**config.mk**
```make
export PLATFORM = sky130hd
export DESIGN_NAME = divsqrt_multi
export DESIGN_NICKNAME = d
export VERILOG_FILES = /design/src/design/divsqrt_pkg.sv /design/src/design/divsqrt_multi.sv /design/src/design/divsqrt_sequencer.sv /design/src/design/iter_sqrt.sv /design/src/design/iter_divider.sv /design/src/design/pipe_stages.sv
export VERILOG_INCLUDE_DIRS = /design/src /design/src/design
export SDC_FILE = /design/constraint.sdc
export NUM_CORES = 1
export LEC_CHECK = 0
export ABC_CLOCK_PERIOD_IN_PS = 13900
export BUFFER_PORTS_ARGS = -buffer_cell sky130_fd_sc_hd__buf_2
export CAP_MARGIN = 20
export CORE_ASPECT_RATIO = 0.9
export CORE_MARGIN = 2
export CORE_UTILIZATION = 39
export DETAILED_ROUTE_END_ITERATION = 8
export PLACE_DENSITY = 0.52
export SYNTH_ARGS = -nofsm -noshare
export SYNTH_HDL_FRONTEND = slang
export SYNTH_SLANG_ARGS = --single-unit
```
**constraint.sdc**
```tcl
create_clock -name clk_i -period 13.9 [get_ports clk_i]
set_clock_uncertainty 0.1 [all_clocks]
set_input_delay 2.085 -clock clk_i [delete_from_list [all_inputs] [get_ports clk_i]]
set_output_delay 2.085 -clock clk_i [all_outputs]
set_load 0.01 [all_outputs]
```
**src/design/divsqrt_defines.svh**
```systemverilog
`ifndef DIVSQRT_DEFINES_SVH
`define DIVSQRT_DEFINES_SVH

// Operand and result width in bits
`define DS_WIDTH 16

// Width of the tag that travels with each request
`define DS_TAG_WIDTH 4

// Register stages in front of the sequencer
`define DS_INP_REGS 1

// Register stages behind the sequencer
`define DS_OUT_REGS 1

`endif
```
**src/design/divsqrt_pkg.sv**
```systemverilog
`include "divsqrt_defines.svh"
`default_nettype none

package divsqrt_pkg;

  // --------------------
  // Basic vectors
  // --------------------
  // Operand or result value
  typedef logic [`DS_WIDTH-1:0] operand_t;
  // Requester tag, returned unchanged
  typedef logic [`DS_TAG_WIDTH-1:0] tag_t;

  // Operation select
  typedef enum logic {
    OP_DIV  = 1'b0,
    OP_SQRT = 1'b1
  } op_e;

  // Result flags
  typedef struct packed {
    logic div_zero;  // divisor was zero
    logic inexact;   // remainder left over
  } status_t;

  // --------------------
  // Transfer bundles
  // --------------------
  // Request as seen at the input port
  typedef struct packed {
    operand_t operand_a;
    operand_t operand_b;
    op_e      op;
    tag_t     tag;
  } req_t;

  // Response as seen at the output port
  typedef struct packed {
    operand_t result;
    status_t  status;
    tag_t     tag;
  } rsp_t;

  // Sequencer FSM states
  typedef enum logic [1:0] {
    IDLE,
    BUSY,
    HOLD
  } seq_state_e;

endpackage

`default_nettype wire

```
**src/design/divsqrt_multi.sv**
```systemverilog
`include "divsqrt_defines.svh"
`timescale 1ns/1ps
`default_nettype none

module divsqrt_multi (
  input  wire logic              clk_i,
  input  wire logic              rst_n_i,
  input  wire logic              flush_i,
  input  wire logic              in_valid_i,
  output logic                   in_ready_o,
  input  wire divsqrt_pkg::req_t req_i,
  output logic                   out_valid_o,
  input  wire logic              out_ready_i,
  output divsqrt_pkg::rsp_t      rsp_o,
  output logic                   busy_o
);

  localparam int unsigned ReqWidth = $bits(divsqrt_pkg::req_t);
  localparam int unsigned RspWidth = $bits(divsqrt_pkg::rsp_t);

  // Input stages to sequencer
  logic [ReqWidth-1:0] inp_data;
  divsqrt_pkg::req_t   seq_req;
  logic                seq_req_valid;
  logic                seq_req_ready;

  // Sequencer to output stages
  divsqrt_pkg::rsp_t   seq_rsp;
  logic                seq_rsp_valid;
  logic                seq_rsp_ready;
  logic [RspWidth-1:0] out_data;

  // Work in flight per block
  logic inp_busy;
  logic seq_busy;
  logic out_busy;

  // --------------------
  // Input pipeline
  // --------------------
  pipe_stages #(
    .NumStages (`DS_INP_REGS),
    .DataWidth (ReqWidth)
  ) u_inp_stages (
    .clk_i   (clk_i),
    .rst_n_i (rst_n_i),
    .flush_i (flush_i),
    .valid_i (in_valid_i),
    .ready_o (in_ready_o),
    .data_i  (req_i),
    .valid_o (seq_req_valid),
    .ready_i (seq_req_ready),
    .data_o  (inp_data),
    .busy_o  (inp_busy)
  );

  assign seq_req = divsqrt_pkg::req_t'(inp_data);

  divsqrt_sequencer u_sequencer (
    .clk_i       (clk_i),
    .rst_n_i     (rst_n_i),
    .flush_i     (flush_i),
    .req_valid_i (seq_req_valid),
    .req_ready_o (seq_req_ready),
    .req_i       (seq_req),
    .rsp_valid_o (seq_rsp_valid),
    .rsp_ready_i (seq_rsp_ready),
    .rsp_o       (seq_rsp),
    .busy_o      (seq_busy)
  );

  // --------------------
  // Output pipeline
  // --------------------
  pipe_stages #(
    .NumStages (`DS_OUT_REGS),
    .DataWidth (RspWidth)
  ) u_out_stages (
    .clk_i   (clk_i),
    .rst_n_i (rst_n_i),
    .flush_i (flush_i),
    .valid_i (seq_rsp_valid),
    .ready_o (seq_rsp_ready),
    .data_i  (seq_rsp),
    .valid_o (out_valid_o),
    .ready_i (out_ready_i),
    .data_o  (out_data),
    .busy_o  (out_busy)
  );

  assign rsp_o  = divsqrt_pkg::rsp_t'(out_data);
  assign busy_o = inp_busy | seq_busy | out_busy;

endmodule

`default_nettype wire

```
**src/design/divsqrt_sequencer.sv**
```systemverilog
`timescale 1ns/1ps
`default_nettype none

module divsqrt_sequencer (
  input  wire logic              clk_i,
  input  wire logic              rst_n_i,
  input  wire logic              flush_i,
  input  wire logic              req_valid_i,
  output logic                   req_ready_o,
  input  wire divsqrt_pkg::req_t req_i,
  output logic                   rsp_valid_o,
  input  wire logic              rsp_ready_i,
  output divsqrt_pkg::rsp_t      rsp_o,
  output logic                   busy_o
);

  // FSM
  divsqrt_pkg::seq_state_e state_q;
  divsqrt_pkg::seq_state_e state_d;

  // Handshake and start
  logic in_ready;
  logic out_valid;
  logic op_start;
  logic start_div;
  logic start_sqrt;
  logic unit_done;

  // Operation context, captured at start
  divsqrt_pkg::op_e  op_q;
  divsqrt_pkg::tag_t tag_q;

  // Engine results
  divsqrt_pkg::operand_t div_quot;
  logic                  div_zero;
  logic                  div_rem_nz;
  logic                  div_done;
  divsqrt_pkg::operand_t sqrt_root;
  logic                  sqrt_rest_nz;
  logic                  sqrt_done;

  // No new work starts during a flush
  assign op_start   = req_valid_i & in_ready & ~flush_i;
  assign start_div  = op_start & (req_i.op == divsqrt_pkg::OP_DIV);
  assign start_sqrt = op_start & (req_i.op == divsqrt_pkg::OP_SQRT);

  // Done of the engine that is running
  assign unit_done = (op_q == divsqrt_pkg::OP_DIV) ? div_done : sqrt_done;

  // --------------------
  // Control FSM
  // --------------------
  always_comb begin
    in_ready  = 1'b0;
    out_valid = 1'b0;
    state_d   = state_q;

    unique case (state_q)
      divsqrt_pkg::IDLE: begin
        // Free for new work
        in_ready = 1'b1;
        if (req_valid_i) begin
          state_d = divsqrt_pkg::BUSY;
        end
      end
      divsqrt_pkg::BUSY: begin
        if (unit_done) begin
          out_valid = 1'b1;
          if (rsp_ready_i) begin
            // Result taken, next request may start right away
            in_ready = 1'b1;
            state_d  = req_valid_i ? divsqrt_pkg::BUSY : divsqrt_pkg::IDLE;
          end else begin
            state_d = divsqrt_pkg::HOLD;
          end
        end
      end
      divsqrt_pkg::HOLD: begin
        // Engine registers keep the result stable
        out_valid = 1'b1;
        if (rsp_ready_i) begin
          in_ready = 1'b1;
          state_d  = req_valid_i ? divsqrt_pkg::BUSY : divsqrt_pkg::IDLE;
        end
      end
      default: state_d = divsqrt_pkg::IDLE;
    endcase

    // Flush wins over everything
    if (flush_i) begin
      out_valid = 1'b0;
      state_d   = divsqrt_pkg::IDLE;
    end
  end

  always_ff @(posedge clk_i) begin
    if (!rst_n_i) begin
      state_q <= divsqrt_pkg::IDLE;
    end else begin
      state_q <= state_d;
    end
  end

  // Context registers
  always_ff @(posedge clk_i) begin
    if (op_start) begin
      op_q  <= req_i.op;
      tag_q <= req_i.tag;
    end
  end

  // --------------------
  // Engines
  // --------------------
  iter_divider u_iter_divider (
    .clk_i      (clk_i),
    .rst_n_i    (rst_n_i),
    .kill_i     (flush_i),
    .start_i    (start_div),
    .dividend_i (req_i.operand_a),
    .divisor_i  (req_i.operand_b),
    .quotient_o (div_quot),
    .div_zero_o (div_zero),
    .rem_nz_o   (div_rem_nz),
    .done_o     (div_done)
  );

  // Sqrt only uses operand_a
  iter_sqrt u_iter_sqrt (
    .clk_i      (clk_i),
    .rst_n_i    (rst_n_i),
    .kill_i     (flush_i),
    .start_i    (start_sqrt),
    .radicand_i (req_i.operand_a),
    .root_o     (sqrt_root),
    .rest_nz_o  (sqrt_rest_nz),
    .done_o     (sqrt_done)
  );

  // Result select by the captured op
  always_comb begin
    if (op_q == divsqrt_pkg::OP_DIV) begin
      rsp_o.result          = div_quot;
      rsp_o.status.div_zero = div_zero;
      rsp_o.status.inexact  = div_rem_nz;
    end else begin
      rsp_o.result          = sqrt_root;
      rsp_o.status.div_zero = 1'b0;
      rsp_o.status.inexact  = sqrt_rest_nz;
    end
    rsp_o.tag = tag_q;
  end

  assign req_ready_o = in_ready;
  assign rsp_valid_o = out_valid;
  // Operation in the engines or result waiting
  assign busy_o      = (state_q != divsqrt_pkg::IDLE);

endmodule

`default_nettype wire

```
**src/design/iter_sqrt.sv**
```systemverilog
`include "divsqrt_defines.svh"
`timescale 1ns/1ps
`default_nettype none

module iter_sqrt (
  input  wire logic                  clk_i,
  input  wire logic                  rst_n_i,
  input  wire logic                  kill_i,
  input  wire logic                  start_i,
  input  wire divsqrt_pkg::operand_t radicand_i,
  output divsqrt_pkg::operand_t      root_o,
  output logic                       rest_nz_o,
  output logic                       done_o
);

  localparam int unsigned Width     = `DS_WIDTH;
  localparam int unsigned HalfWidth = Width / 2;
  // Partial remainder never exceeds twice the root
  localparam int unsigned RemWidth  = HalfWidth + 2;
  localparam int unsigned CntWidth  = $clog2(HalfWidth);

  // Iteration control
  logic                run_q;
  logic                done_q;
  logic [CntWidth-1:0] cnt_q;
  logic                step_en;

  // Datapath registers
  divsqrt_pkg::operand_t rad_q;  // radicand, consumed two bits per step
  logic [HalfWidth-1:0]  root_q;
  logic [RemWidth-1:0]   rem_q;

  // One digit step
  divsqrt_pkg::operand_t rad_cur;
  logic [HalfWidth-1:0]  root_cur;
  logic [RemWidth-1:0]   rem_cur;
  logic [RemWidth+1:0]   shifted;
  logic [RemWidth+1:0]   trial;
  logic                  r_bit;
  logic [RemWidth-1:0]   rem_nxt;
  logic [HalfWidth-1:0]  root_nxt;

  assign step_en = start_i | run_q;

  always_comb begin
    if (start_i) begin
      rad_cur  = radicand_i;
      root_cur = '0;
      rem_cur  = '0;
    end else begin
      rad_cur  = rad_q;
      root_cur = root_q;
      rem_cur  = rem_q;
    end
    // Append next radicand pair to the remainder
    shifted = {rem_cur, rad_cur[Width-1 -: 2]};
    // Trial subtrahend is 4*root + 1
    trial   = (RemWidth + 2)'({root_cur, 2'b01});
    r_bit   = (shifted >= trial);
    // Truncation is safe, remainder stays below 2*root + 1
    rem_nxt  = r_bit ? RemWidth'(shifted - trial) : RemWidth'(shifted);
    root_nxt = {root_cur[HalfWidth-2:0], r_bit};
  end

  // --------------------
  // Control
  // --------------------
  always_ff @(posedge clk_i) begin
    if (!rst_n_i) begin
      run_q  <= 1'b0;
      done_q <= 1'b0;
      cnt_q  <= '0;
    end else if (kill_i) begin
      run_q  <= 1'b0;
      done_q <= 1'b0;
      cnt_q  <= '0;
    end else begin
      done_q <= 1'b0;
      if (start_i) begin
        run_q <= 1'b1;
        cnt_q <= CntWidth'(HalfWidth - 1);
      end else if (run_q) begin
        cnt_q <= cnt_q - 1'b1;
        // Final digit lands on this edge
        if (cnt_q == CntWidth'(1)) begin
          run_q  <= 1'b0;
          done_q <= 1'b1;
        end
      end
    end
  end

  // Datapath
  always_ff @(posedge clk_i) begin
    if (step_en) begin
      rad_q  <= {rad_cur[Width-3:0], 2'b00};
      root_q <= root_nxt;
      rem_q  <= rem_nxt;
    end
  end

  // Root occupies the lower half
  assign root_o    = {{(Width - HalfWidth){1'b0}}, root_q};
  assign rest_nz_o = |rem_q;
  assign done_o    = done_q;

endmodule

`default_nettype wire

```
**src/design/iter_divider.sv**
```systemverilog
`include "divsqrt_defines.svh"
`timescale 1ns/1ps
`default_nettype none

module iter_divider (
  input  wire logic                  clk_i,
  input  wire logic                  rst_n_i,
  input  wire logic                  kill_i,
  input  wire logic                  start_i,
  input  wire divsqrt_pkg::operand_t dividend_i,
  input  wire divsqrt_pkg::operand_t divisor_i,
  output divsqrt_pkg::operand_t      quotient_o,
  output logic                       div_zero_o,
  output logic                       rem_nz_o,
  output logic                       done_o
);

  localparam int unsigned Width    = `DS_WIDTH;
  localparam int unsigned CntWidth = $clog2(Width);

  // Iteration control
  logic                run_q;
  logic                done_q;
  logic [CntWidth-1:0] cnt_q;
  logic                step_en;

  // Datapath registers
  divsqrt_pkg::operand_t rem_q;
  divsqrt_pkg::operand_t quo_q;  // dividend shifts out, quotient shifts in
  divsqrt_pkg::operand_t dsr_q;
  logic                  div_zero_q;

  // One restoring step
  divsqrt_pkg::operand_t rem_cur;
  divsqrt_pkg::operand_t quo_cur;
  divsqrt_pkg::operand_t dsr_cur;
  logic [Width:0]        trial;
  divsqrt_pkg::operand_t diff;
  logic                  q_bit;
  divsqrt_pkg::operand_t rem_nxt;
  divsqrt_pkg::operand_t quo_nxt;

  // First step already runs in the start cycle
  assign step_en = start_i | run_q;

  always_comb begin
    // Start takes fresh operands, otherwise continue from registers
    if (start_i) begin
      rem_cur = '0;
      quo_cur = dividend_i;
      dsr_cur = divisor_i;
    end else begin
      rem_cur = rem_q;
      quo_cur = quo_q;
      dsr_cur = dsr_q;
    end
    // Bring down next dividend bit
    trial = {rem_cur, quo_cur[Width-1]};
    // Low bits suffice, the true difference is below the divisor
    diff  = trial[Width-1:0] - dsr_cur;
    // Zero divisor always subtracts, so all ones and rem = dividend
    q_bit   = (trial >= {1'b0, dsr_cur});
    rem_nxt = q_bit ? diff : trial[Width-1:0];
    quo_nxt = {quo_cur[Width-2:0], q_bit};
  end

  // --------------------
  // Control
  // --------------------
  always_ff @(posedge clk_i) begin
    if (!rst_n_i) begin
      run_q  <= 1'b0;
      done_q <= 1'b0;
      cnt_q  <= '0;
    end else if (kill_i) begin
      run_q  <= 1'b0;
      done_q <= 1'b0;
      cnt_q  <= '0;
    end else begin
      // Done is a one cycle pulse
      done_q <= 1'b0;
      if (start_i) begin
        run_q <= 1'b1;
        cnt_q <= CntWidth'(Width - 1);
      end else if (run_q) begin
        cnt_q <= cnt_q - 1'b1;
        // Last step happens on this edge
        if (cnt_q == CntWidth'(1)) begin
          run_q  <= 1'b0;
          done_q <= 1'b1;
        end
      end
    end
  end

  // Datapath, holds its value once the count runs out
  always_ff @(posedge clk_i) begin
    if (step_en) begin
      rem_q <= rem_nxt;
      quo_q <= quo_nxt;
    end
    if (start_i) begin
      dsr_q      <= divisor_i;
      div_zero_q <= (divisor_i == '0);
    end
  end

  assign quotient_o = quo_q;
  assign div_zero_o = div_zero_q;
  assign rem_nz_o   = |rem_q;
  assign done_o     = done_q;

endmodule

`default_nettype wire

```
**src/design/pipe_stages.sv**
```systemverilog
`timescale 1ns/1ps
`default_nettype none

module pipe_stages #(
  parameter int unsigned NumStages = 1,
  parameter int unsigned DataWidth = 8
) (
  input  wire logic                 clk_i,
  input  wire logic                 rst_n_i,
  input  wire logic                 flush_i,
  input  wire logic                 valid_i,
  output logic                      ready_o,
  input  wire logic [DataWidth-1:0] data_i,
  output logic                      valid_o,
  input  wire logic                 ready_i,
  output logic [DataWidth-1:0]      data_o,
  output logic                      busy_o
);

  // Index i holds the item after i register stages
  logic [DataWidth-1:0] stage_data  [NumStages+1];
  logic                 stage_valid [NumStages+1];
  // Ready runs backwards, purely combinational
  logic                 stage_ready [NumStages+1];

  // Chain entry from upstream
  assign stage_data[0]  = data_i;
  assign stage_valid[0] = valid_i;
  assign ready_o        = stage_ready[0];

  for (genvar i = 0; i < NumStages; i++) begin : gen_stage
    logic stage_en;

    // Advance when the next stage moves on or only holds a bubble
    assign stage_ready[i] = stage_ready[i+1] | ~stage_valid[i+1];
    // Load payload only for a real item
    assign stage_en = stage_ready[i] & stage_valid[i];

    // Valid flag, flush drops whatever sits here
    always_ff @(posedge clk_i) begin
      if (!rst_n_i) begin
        stage_valid[i+1] <= 1'b0;
      end else if (flush_i) begin
        stage_valid[i+1] <= 1'b0;
      end else if (stage_ready[i]) begin
        stage_valid[i+1] <= stage_valid[i];
      end
    end

    // Payload register
    always_ff @(posedge clk_i) begin
      if (stage_en) begin
        stage_data[i+1] <= stage_data[i];
      end
    end
  end

  // Chain exit towards downstream
  assign stage_ready[NumStages] = ready_i;
  assign valid_o                = stage_valid[NumStages];
  assign data_o                 = stage_data[NumStages];

  // Any stage holding an item
  always_comb begin
    busy_o = 1'b0;
    for (int unsigned i = 1; i <= NumStages; i++) begin
      busy_o = busy_o | stage_valid[i];
    end
  end

endmodule

`default_nettype wire

```
# --- Word level (Yosys, flattened, before mapping) ---
# Cells that the tools add are included.
word_totals:
  in_bits: 42
  ram_bits: 0
  latchBits: 0
  ff_bits: 160
  elab_cells: 99
  out_inout_bits: 25
  rom_bits: 0
  mem_count: 0
classes:
  add_sub_neg: 4
  mul: 0
  n_reduce_logical: 11
  n_div: 0
  eq_ne: 7
  n_shift: 0
  n_lt_le_gt_ge: 2
  n_mux: 34
  n_bitwise: 19
ops:
  columns: ["cell", "count"]
  rows:
  - ["$mux 16", 5]
  - ["$mux 10", 3]
  - ["$ge 17x16->1", 1]
  - ["$logic_not 16->1", 1]
  - ["$reduce_or 16->1", 1]
  - ["$sub 16x16->16", 1]
  - ["$mux 1", 14]
  - ["$ge 12x10->1", 1]
  - ["$reduce_or 10->1", 1]
  - ["$sub 10x10->10", 1]
  - ["$mux 2", 4]
  - ["$mux 4", 2]
  - ["$mux 8", 1]
  - ["$reduce_or 4->1", 2]
  - ["$not 1->1", 7]
  - ["$and 1x1->1", 6]
  - ["$mux 3", 2]
  - ["$or 1x1->1", 6]
  - ["$pmux 2 s3", 1]
  - ["$reduce_bool 2->1", 3]
  - ["$eq 4x1->1 const B", 1]
  - ["$ne 2x2->1 const B", 2]
  - ["$sub 4x1->4 const B", 1]
  - ["$eq 3x1->1 const B", 1]
  - ["other kinds (9)", 9]

# --- Depth between registers and ports, before layout ---
depth:
  depth_word: 11
  depth_mapped: 17
  mapped_depth_nobuf: 17

# --- Hierarchy ---
# From an unflattened synthesis, not the netlist that was laid out.
unflattened:
  hier_cells: 605
  hier_area_um2: 7928.9
by_module_without_submodules:
  columns: ["module", "seq_area_each_um2", "instances", "area_each_um2", "cells_per_inst"]
  rows:
  - ["iter_divider", 1431.4, 1, 3155.5, 277]
  - ["iter_sqrt", 1061.0, 1, 2224.6, 197]
  - ["pipe_stages (u_inp_stages)", 1131.1, 1, 1179.9, 44]
  - ["pipe_stages (u_out_stages)", 680.7, 1, 729.4, 29]
  - ["divsqrt_sequencer", 190.2, 1, 633.1, 57]
  - ["divsqrt_multi", 0.0, 1, 6.3, 1]

# --- Worst setup path after synthesis ---
# OpenSTA, ideal clock, no wires.
synth_timing:
  path_type: "input to register"
  from: "input port out_ready_i"
  to: "register u_sequencer.u_iter_divider.rem_q[12], data pin"
  n_path_buf: 2
  arrival_ns: 5.496
  stages: 14
  setup_ns: 0.262
  slack_ns: 8.042
  t_required_ns: 13.538
  cell_sequence: "nand2b_1 a21o_1 o211ai_2 clkbuf_1 mux2i_1 ha_1 nor2b_1 o211ai_1 a31oi_1 o21a_1 o21bai_1 nand3_2 buf_2 mux2_1"
synth_via:
  elab_chain_len: 10
  word_cells_on_any_way: 13
  cone_classes: "add/sub: 1; order compare: 1; mux: 7; bitwise: 4"
synth_rtl:
  columns: ["element", "line", "text"]
  rows:
  - ["from (decl)", "divsqrt_multi.sv:13", "input wire logic out_ready_i,"]
  - ["$or 1x1->1 *", "pipe_stages.sv:35", "assign stage_ready[i] = stage_ready[i+1] | ~stage_valid[i+1];"]
  - ["$mux 1 *", "divsqrt_sequencer.sv:69, divsqrt_sequencer.sv:81", null]
  - ["$mux 1", "divsqrt_sequencer.sv:67", "if (unit_done) begin"]
  - ["$pmux 1 s3 *", "divsqrt_sequencer.sv:58", "unique case (state_q)"]
  - ["$and 1x1->1 * (2 in series)", "divsqrt_sequencer.sv:43", "assign op_start = req_valid_i & in_ready & ~flush_i;"]
  - ["$and 1x1->1 *", "divsqrt_sequencer.sv:44", "assign start_div = op_start & (req_i.op == divsqrt_pkg::OP_DIV);"]
  - ["$mux 16, on equally long branches", null, null]
  - ["$ge 17x16->1 *", "iter_divider.sv:62", "q_bit = (trial >= {1'b0, dsr_cur});"]
  - ["via u_sequencer.u_iter_divider.q_bit", "iter_divider.sv:39", "logic q_bit;"]
  - ["$mux 16 *", "iter_divider.sv:63", "rem_nxt = q_bit ? diff : trial[Width-1:0];"]
  - ["via u_sequencer.u_iter_divider.rem_nxt[12]", "iter_divider.sv:40", "divsqrt_pkg::operand_t rem_nxt;"]
  - ["to (signal assigned)", "iter_divider.sv:99", "rem_q <= rem_nxt;"]
  - ["to (decl)", "iter_divider.sv:28", "divsqrt_pkg::operand_t rem_q;"]
# Mark *: on every way through the listed nets, which the timed path passes. The rest lies on a longest branch.
# A chain may end at the register's enable or synchronous reset.

# --- Worst setup path in the final report ---
layout_timing:
  from: "input port out_ready_i"
  to: "register u_sequencer.u_iter_divider.rem_q[2], data pin"
layout_via:
  elab_chain_len: 10
  word_cells_on_any_way: 13
  cone_classes: "add/sub: 1; order compare: 1; mux: 7; bitwise: 4"
layout_rtl:
  columns: ["element", "line", "text"]
  rows:
  - ["$or 1x1->1 *", "pipe_stages.sv:35", null]
  - ["$mux 1 *", "divsqrt_sequencer.sv:69, divsqrt_sequencer.sv:81", null]
  - ["$mux 1", "divsqrt_sequencer.sv:67", null]
  - ["$pmux 1 s3 *", "divsqrt_sequencer.sv:58", null]
  - ["$and 1x1->1 * (2 in series)", "divsqrt_sequencer.sv:43", null]
  - ["$and 1x1->1 *", "divsqrt_sequencer.sv:44", null]
  - ["$mux 16 *", null, null]
  - ["via u_sequencer.u_iter_divider.dsr_cur[0]", "iter_divider.sv:36", "divsqrt_pkg::operand_t dsr_cur;"]
  - ["$sub 16x16->16 or $ge 17x16->1 (tied branches)", "iter_divider.sv:60, iter_divider.sv:62", null]
  - ["$mux 16 *", "iter_divider.sv:63", null]
  - ["via u_sequencer.u_iter_divider.rem_nxt[2]", "iter_divider.sv:40", null]
# Marked as above.

==> impl_metrics.env <==
export IMPL_post_cts_buffers=0
export IMPL_hp_class="reg -> reg"
export IMPL_totalWireLength_microns=16060
export IMPL_clk_path_buf_depth=2
export IMPL_netlist_area_leader_share=0.5006
export IMPL_grt_usage=0.1593
export IMPL_antennaDiodeCount=0
export IMPL_ioPinCount=67
export IMPL_setup_tns_ns=0
export IMPL_antenna_found_initial=0
export IMPL_final_core_util=0.4666
export IMPL_first_pass_iters=6
export IMPL_setup_viol=0
export IMPL_period_needed_ns=6.178
export IMPL_grt_max_degree=56
export IMPL_status="complete, no violations"
export IMPL_internal_power_uw=914.9
export IMPL_drc=0
export IMPL_powerDensity_nw_per_um2=134.4
export IMPL_dp_hpwl_microns=11330
export IMPL_syn_area_sq_um=7737
export IMPL_p_switching_uw=297.6
export IMPL_fillers=1776
export IMPL_max_clock_freq_mhz=161.9
export IMPL_port_buffer_count=66
export IMPL_crit_fanout=55
export IMPL_grt_pass1_wl_microns=25880
export IMPL_final_common_cell="edfxtp_1"
export IMPL_hold_ws_ns=0.3203
export IMPL_numClockSinks=160
export IMPL_die_x_microns=152.5
export IMPL_finalMaxSlewViolations=0
export IMPL_swShare=0.2454
export IMPL_setup_worst_path_class="in -> reg"
export IMPL_place_area_sq_um=8404
export IMPL_core_sq_um=19340
export IMPL_power_total_uw=1213
export IMPL_die_area_sq_um=20980
export IMPL_cts_root_buf="clkbuf_16"
export IMPL_nNetsFinal=819
export IMPL_synth_area_leader_cell="edfxtp_1"
export IMPL_viasPerCell=5.050
export IMPL_ant_nets=0
export IMPL_worstPathRequired_ns=13.98
export IMPL_routabilityCongestion=0.8345
export IMPL_clk_latency_ns=0.43
export IMPL_die_h_microns=137.6
export IMPL_initial_core_util=0.4001
export IMPL_rows=48
export IMPL_finish_instance_area_sq_um=9024
export IMPL_grt_util_met1=0.2059
export IMPL_hold_viol_final=0
export IMPL_pwr_share_seq=0.458
export IMPL_dr_first_iter_drc_count=333
export IMPL_clkPwrFrac=0.401
export IMPL_fin_crit_sh=0.4445
export IMPL_synth_ff_type="edfxtp_1"
export IMPL_final_layout_size_suffix_gt1_frac=0.1881
export IMPL_arrival_ns=6.26
export IMPL_yosysSeqAreaShare=0.5809
export IMPL_yosysWarnings=0
export IMPL_endpoint_kind="flop"
export IMPL_pwr_share_comb=0.141
export IMPL_yosysUniqueCellTypes=57
export IMPL_synthesis_nets=743
export IMPL_critPathLaunchType="input port"
export IMPL_ctsHoldBuffers=0
export IMPL_cts_tree="built"
export IMPL_max_vdd_ir_drop_mv=0.06992
export IMPL_routedWlPerCell_microns=15.98
export IMPL_maxCapViolCount=0
export IMPL_met3_usage=0.03932
export IMPL_synth_seq_cells=160
export IMPL_p_leak_uw=0.003692
export IMPL_htreeDepth=4
export IMPL_grt_overflow_total=0
export IMPL_synth_area_leaders="edfxtp_1 50%, dfxtp_1 8.0%, nand2_1 5.6%, ha_1 5.5%, mux2i_1 3.4%"
export IMPL_synth_edf_count=129
export IMPL_area_delta_synth_final_pct=16.62
export IMPL_route_vias_total=5075
export IMPL_numCtsBuffers=17
export IMPL_cts_resized=0
export IMPL_grt_pass1_vias=5019
export IMPL_met2_usage=0.2623
export IMPL_rsz0062_at_grt="false"
export IMPL_final_cell_mix="129 x edfxtp_1, 116 x nand2_1, 66 x buf_2"
export IMPL_syn_avg_cell_area_sq_um=11.62
export IMPL_busiest_layer="met2"
export IMPL_clk_pin_slew_ns=0.06
export IMPL_synth_cells=666
export IMPL_slew_headroom=0.5574
export IMPL_asyncSetResetFlopFracSynth=0
export IMPL_tightest_slew_ns=0.6638
[per-layer routing]
metal  wire length (microns)  share of wire  vias to the layer above
li1                        -              -                     2535
met1                    7504           0.47                     2429
met2                    7650           0.48                       96
met3                     627          0.039                       15
met4                     280          0.017                        0
met5                       0              0                        -
[power groups by stage]
stage | clock [uW] | sequential, uW | combinational (uW)
global placement | 0 | 566 | 168
detailed placement | 0 | 566 | 170
CTS | 498 | 556 | 172
global route | 518 | 558 | 192
floorplan | 0 | 562 | 134
finish | 486 | 556 | 171
[through the flow]
step / setup WS (ns) / cells
floorplan: 8.042 / 666
global placement: 7.336 / 972
detailed placement: 7.264 / 973
CTS: 7.687 / 1005
global route: 7.370 / 1005
finish: 7.722 / 1005
[final cells by class]
| type | count | area [sq um] | share of cell area |
|---|---|---|---|
| timing repair buffer | 75 | 397.9 | 0.04409 |
| clock buffer | 18 | 439.2 | 0.04867 |
| sequential | 160 | 4494 | 0.4981 |
| multi-input combinational | 447 | 3045 | 0.3375 |
| inverter | 41 | 153.9 | 0.01705 |
| tap | 250 | 312.8 | 0.03466 |
| clock inverter | 14 | 180.2 | 0.01997 |
[cell families after synthesis]
group / share of synthesized area
xor gates and xnor gates: 0.02603
buffers and inverters: 0.02878
AOI/OAI and AO/OA: 0.08797
and+or+nand+nor: 0.1502
DFF: 0.5809
muxes: 0.06856
adders and majority gates: 0.05757
[state kept, by name, summed over array words and instances, names as in the netlist, 2 cells and up]
name,count
u_sequencer.u_iter_divider.rem_q,16
u_sequencer.tag_q,4
u_sequencer.u_iter_sqrt.rad_q,14
u_sequencer.u_iter_divider.dsr_q,16
u_sequencer.u_iter_divider.quotient_o,16
u_sequencer.u_iter_sqrt.rem_q,10
u_sequencer.u_iter_sqrt.root_q,8
u_sequencer.u_iter_sqrt.cnt_q,3
u_out_stages.data_o,22
u_sequencer.state_q,2
u_inp_stages.data_o,37
u_sequencer.u_iter_divider.cnt_q,4
[synth_stat cells (3+ instances only)]
master / count
nand3_1: 3
nand2_1: 116
xnor2_1: 16
and3_1: 4
ha_1: 34
nor2b_1: 12
xor2_1: 7
nand4_1: 6
dfxtp_1: 31
nor2_1: 33
nand2b_1: 13
clkbuf_1: 17
mux2i_1: 26
a211oi_1: 4
a21o_1: 12
a31oi_1: 3
nor4b_1: 4
edfxtp_1: 129
mux2_2: 23
o211ai_1: 6
a21oi_1: 35
and2_1: 24
o21a_1: 6
inv_1: 40
nor4_1: 11
o21ai_0: 14
[worst max-delay path: stages]
cell	delay (ns)
buf_2	0.10
nand2b_1	0.25
a21o_1	0.27
o211ai_4	0.17
buf_4	0.55
clkinv_1	0.64
nand2_1	0.20
nand2_1	0.09
ha_1	0.22
nor2b_1	0.16
o211ai_1	0.13
a31oi_1	0.30
o21a_1	0.16
o21bai_1	0.11
nand3_2	0.35
mux2_2	0.39
[worst paths after layout]
path                                       start                                             to  slack [ns]  cells after the start
setup / recovery                     out_ready_i  u_sequencer.u_iter_divider.rem_q[2]$_DFFE_PP_        7.72                     16
hold / removal    u_sequencer.tag_q[3]$_DFFE_PN_               u_out_stages.data_o[3]$_DFFE_PP_        0.32                      0
setup reg to reg      u_sequencer.op_q$_DFFE_PN_  u_sequencer.u_iter_divider.rem_q[2]$_DFFE_PP_        8.89                     16
hold reg to reg   u_sequencer.tag_q[3]$_DFFE_PN_               u_out_stages.data_o[3]$_DFFE_PP_        0.32                      0
(Power assumes the default switching activity.)
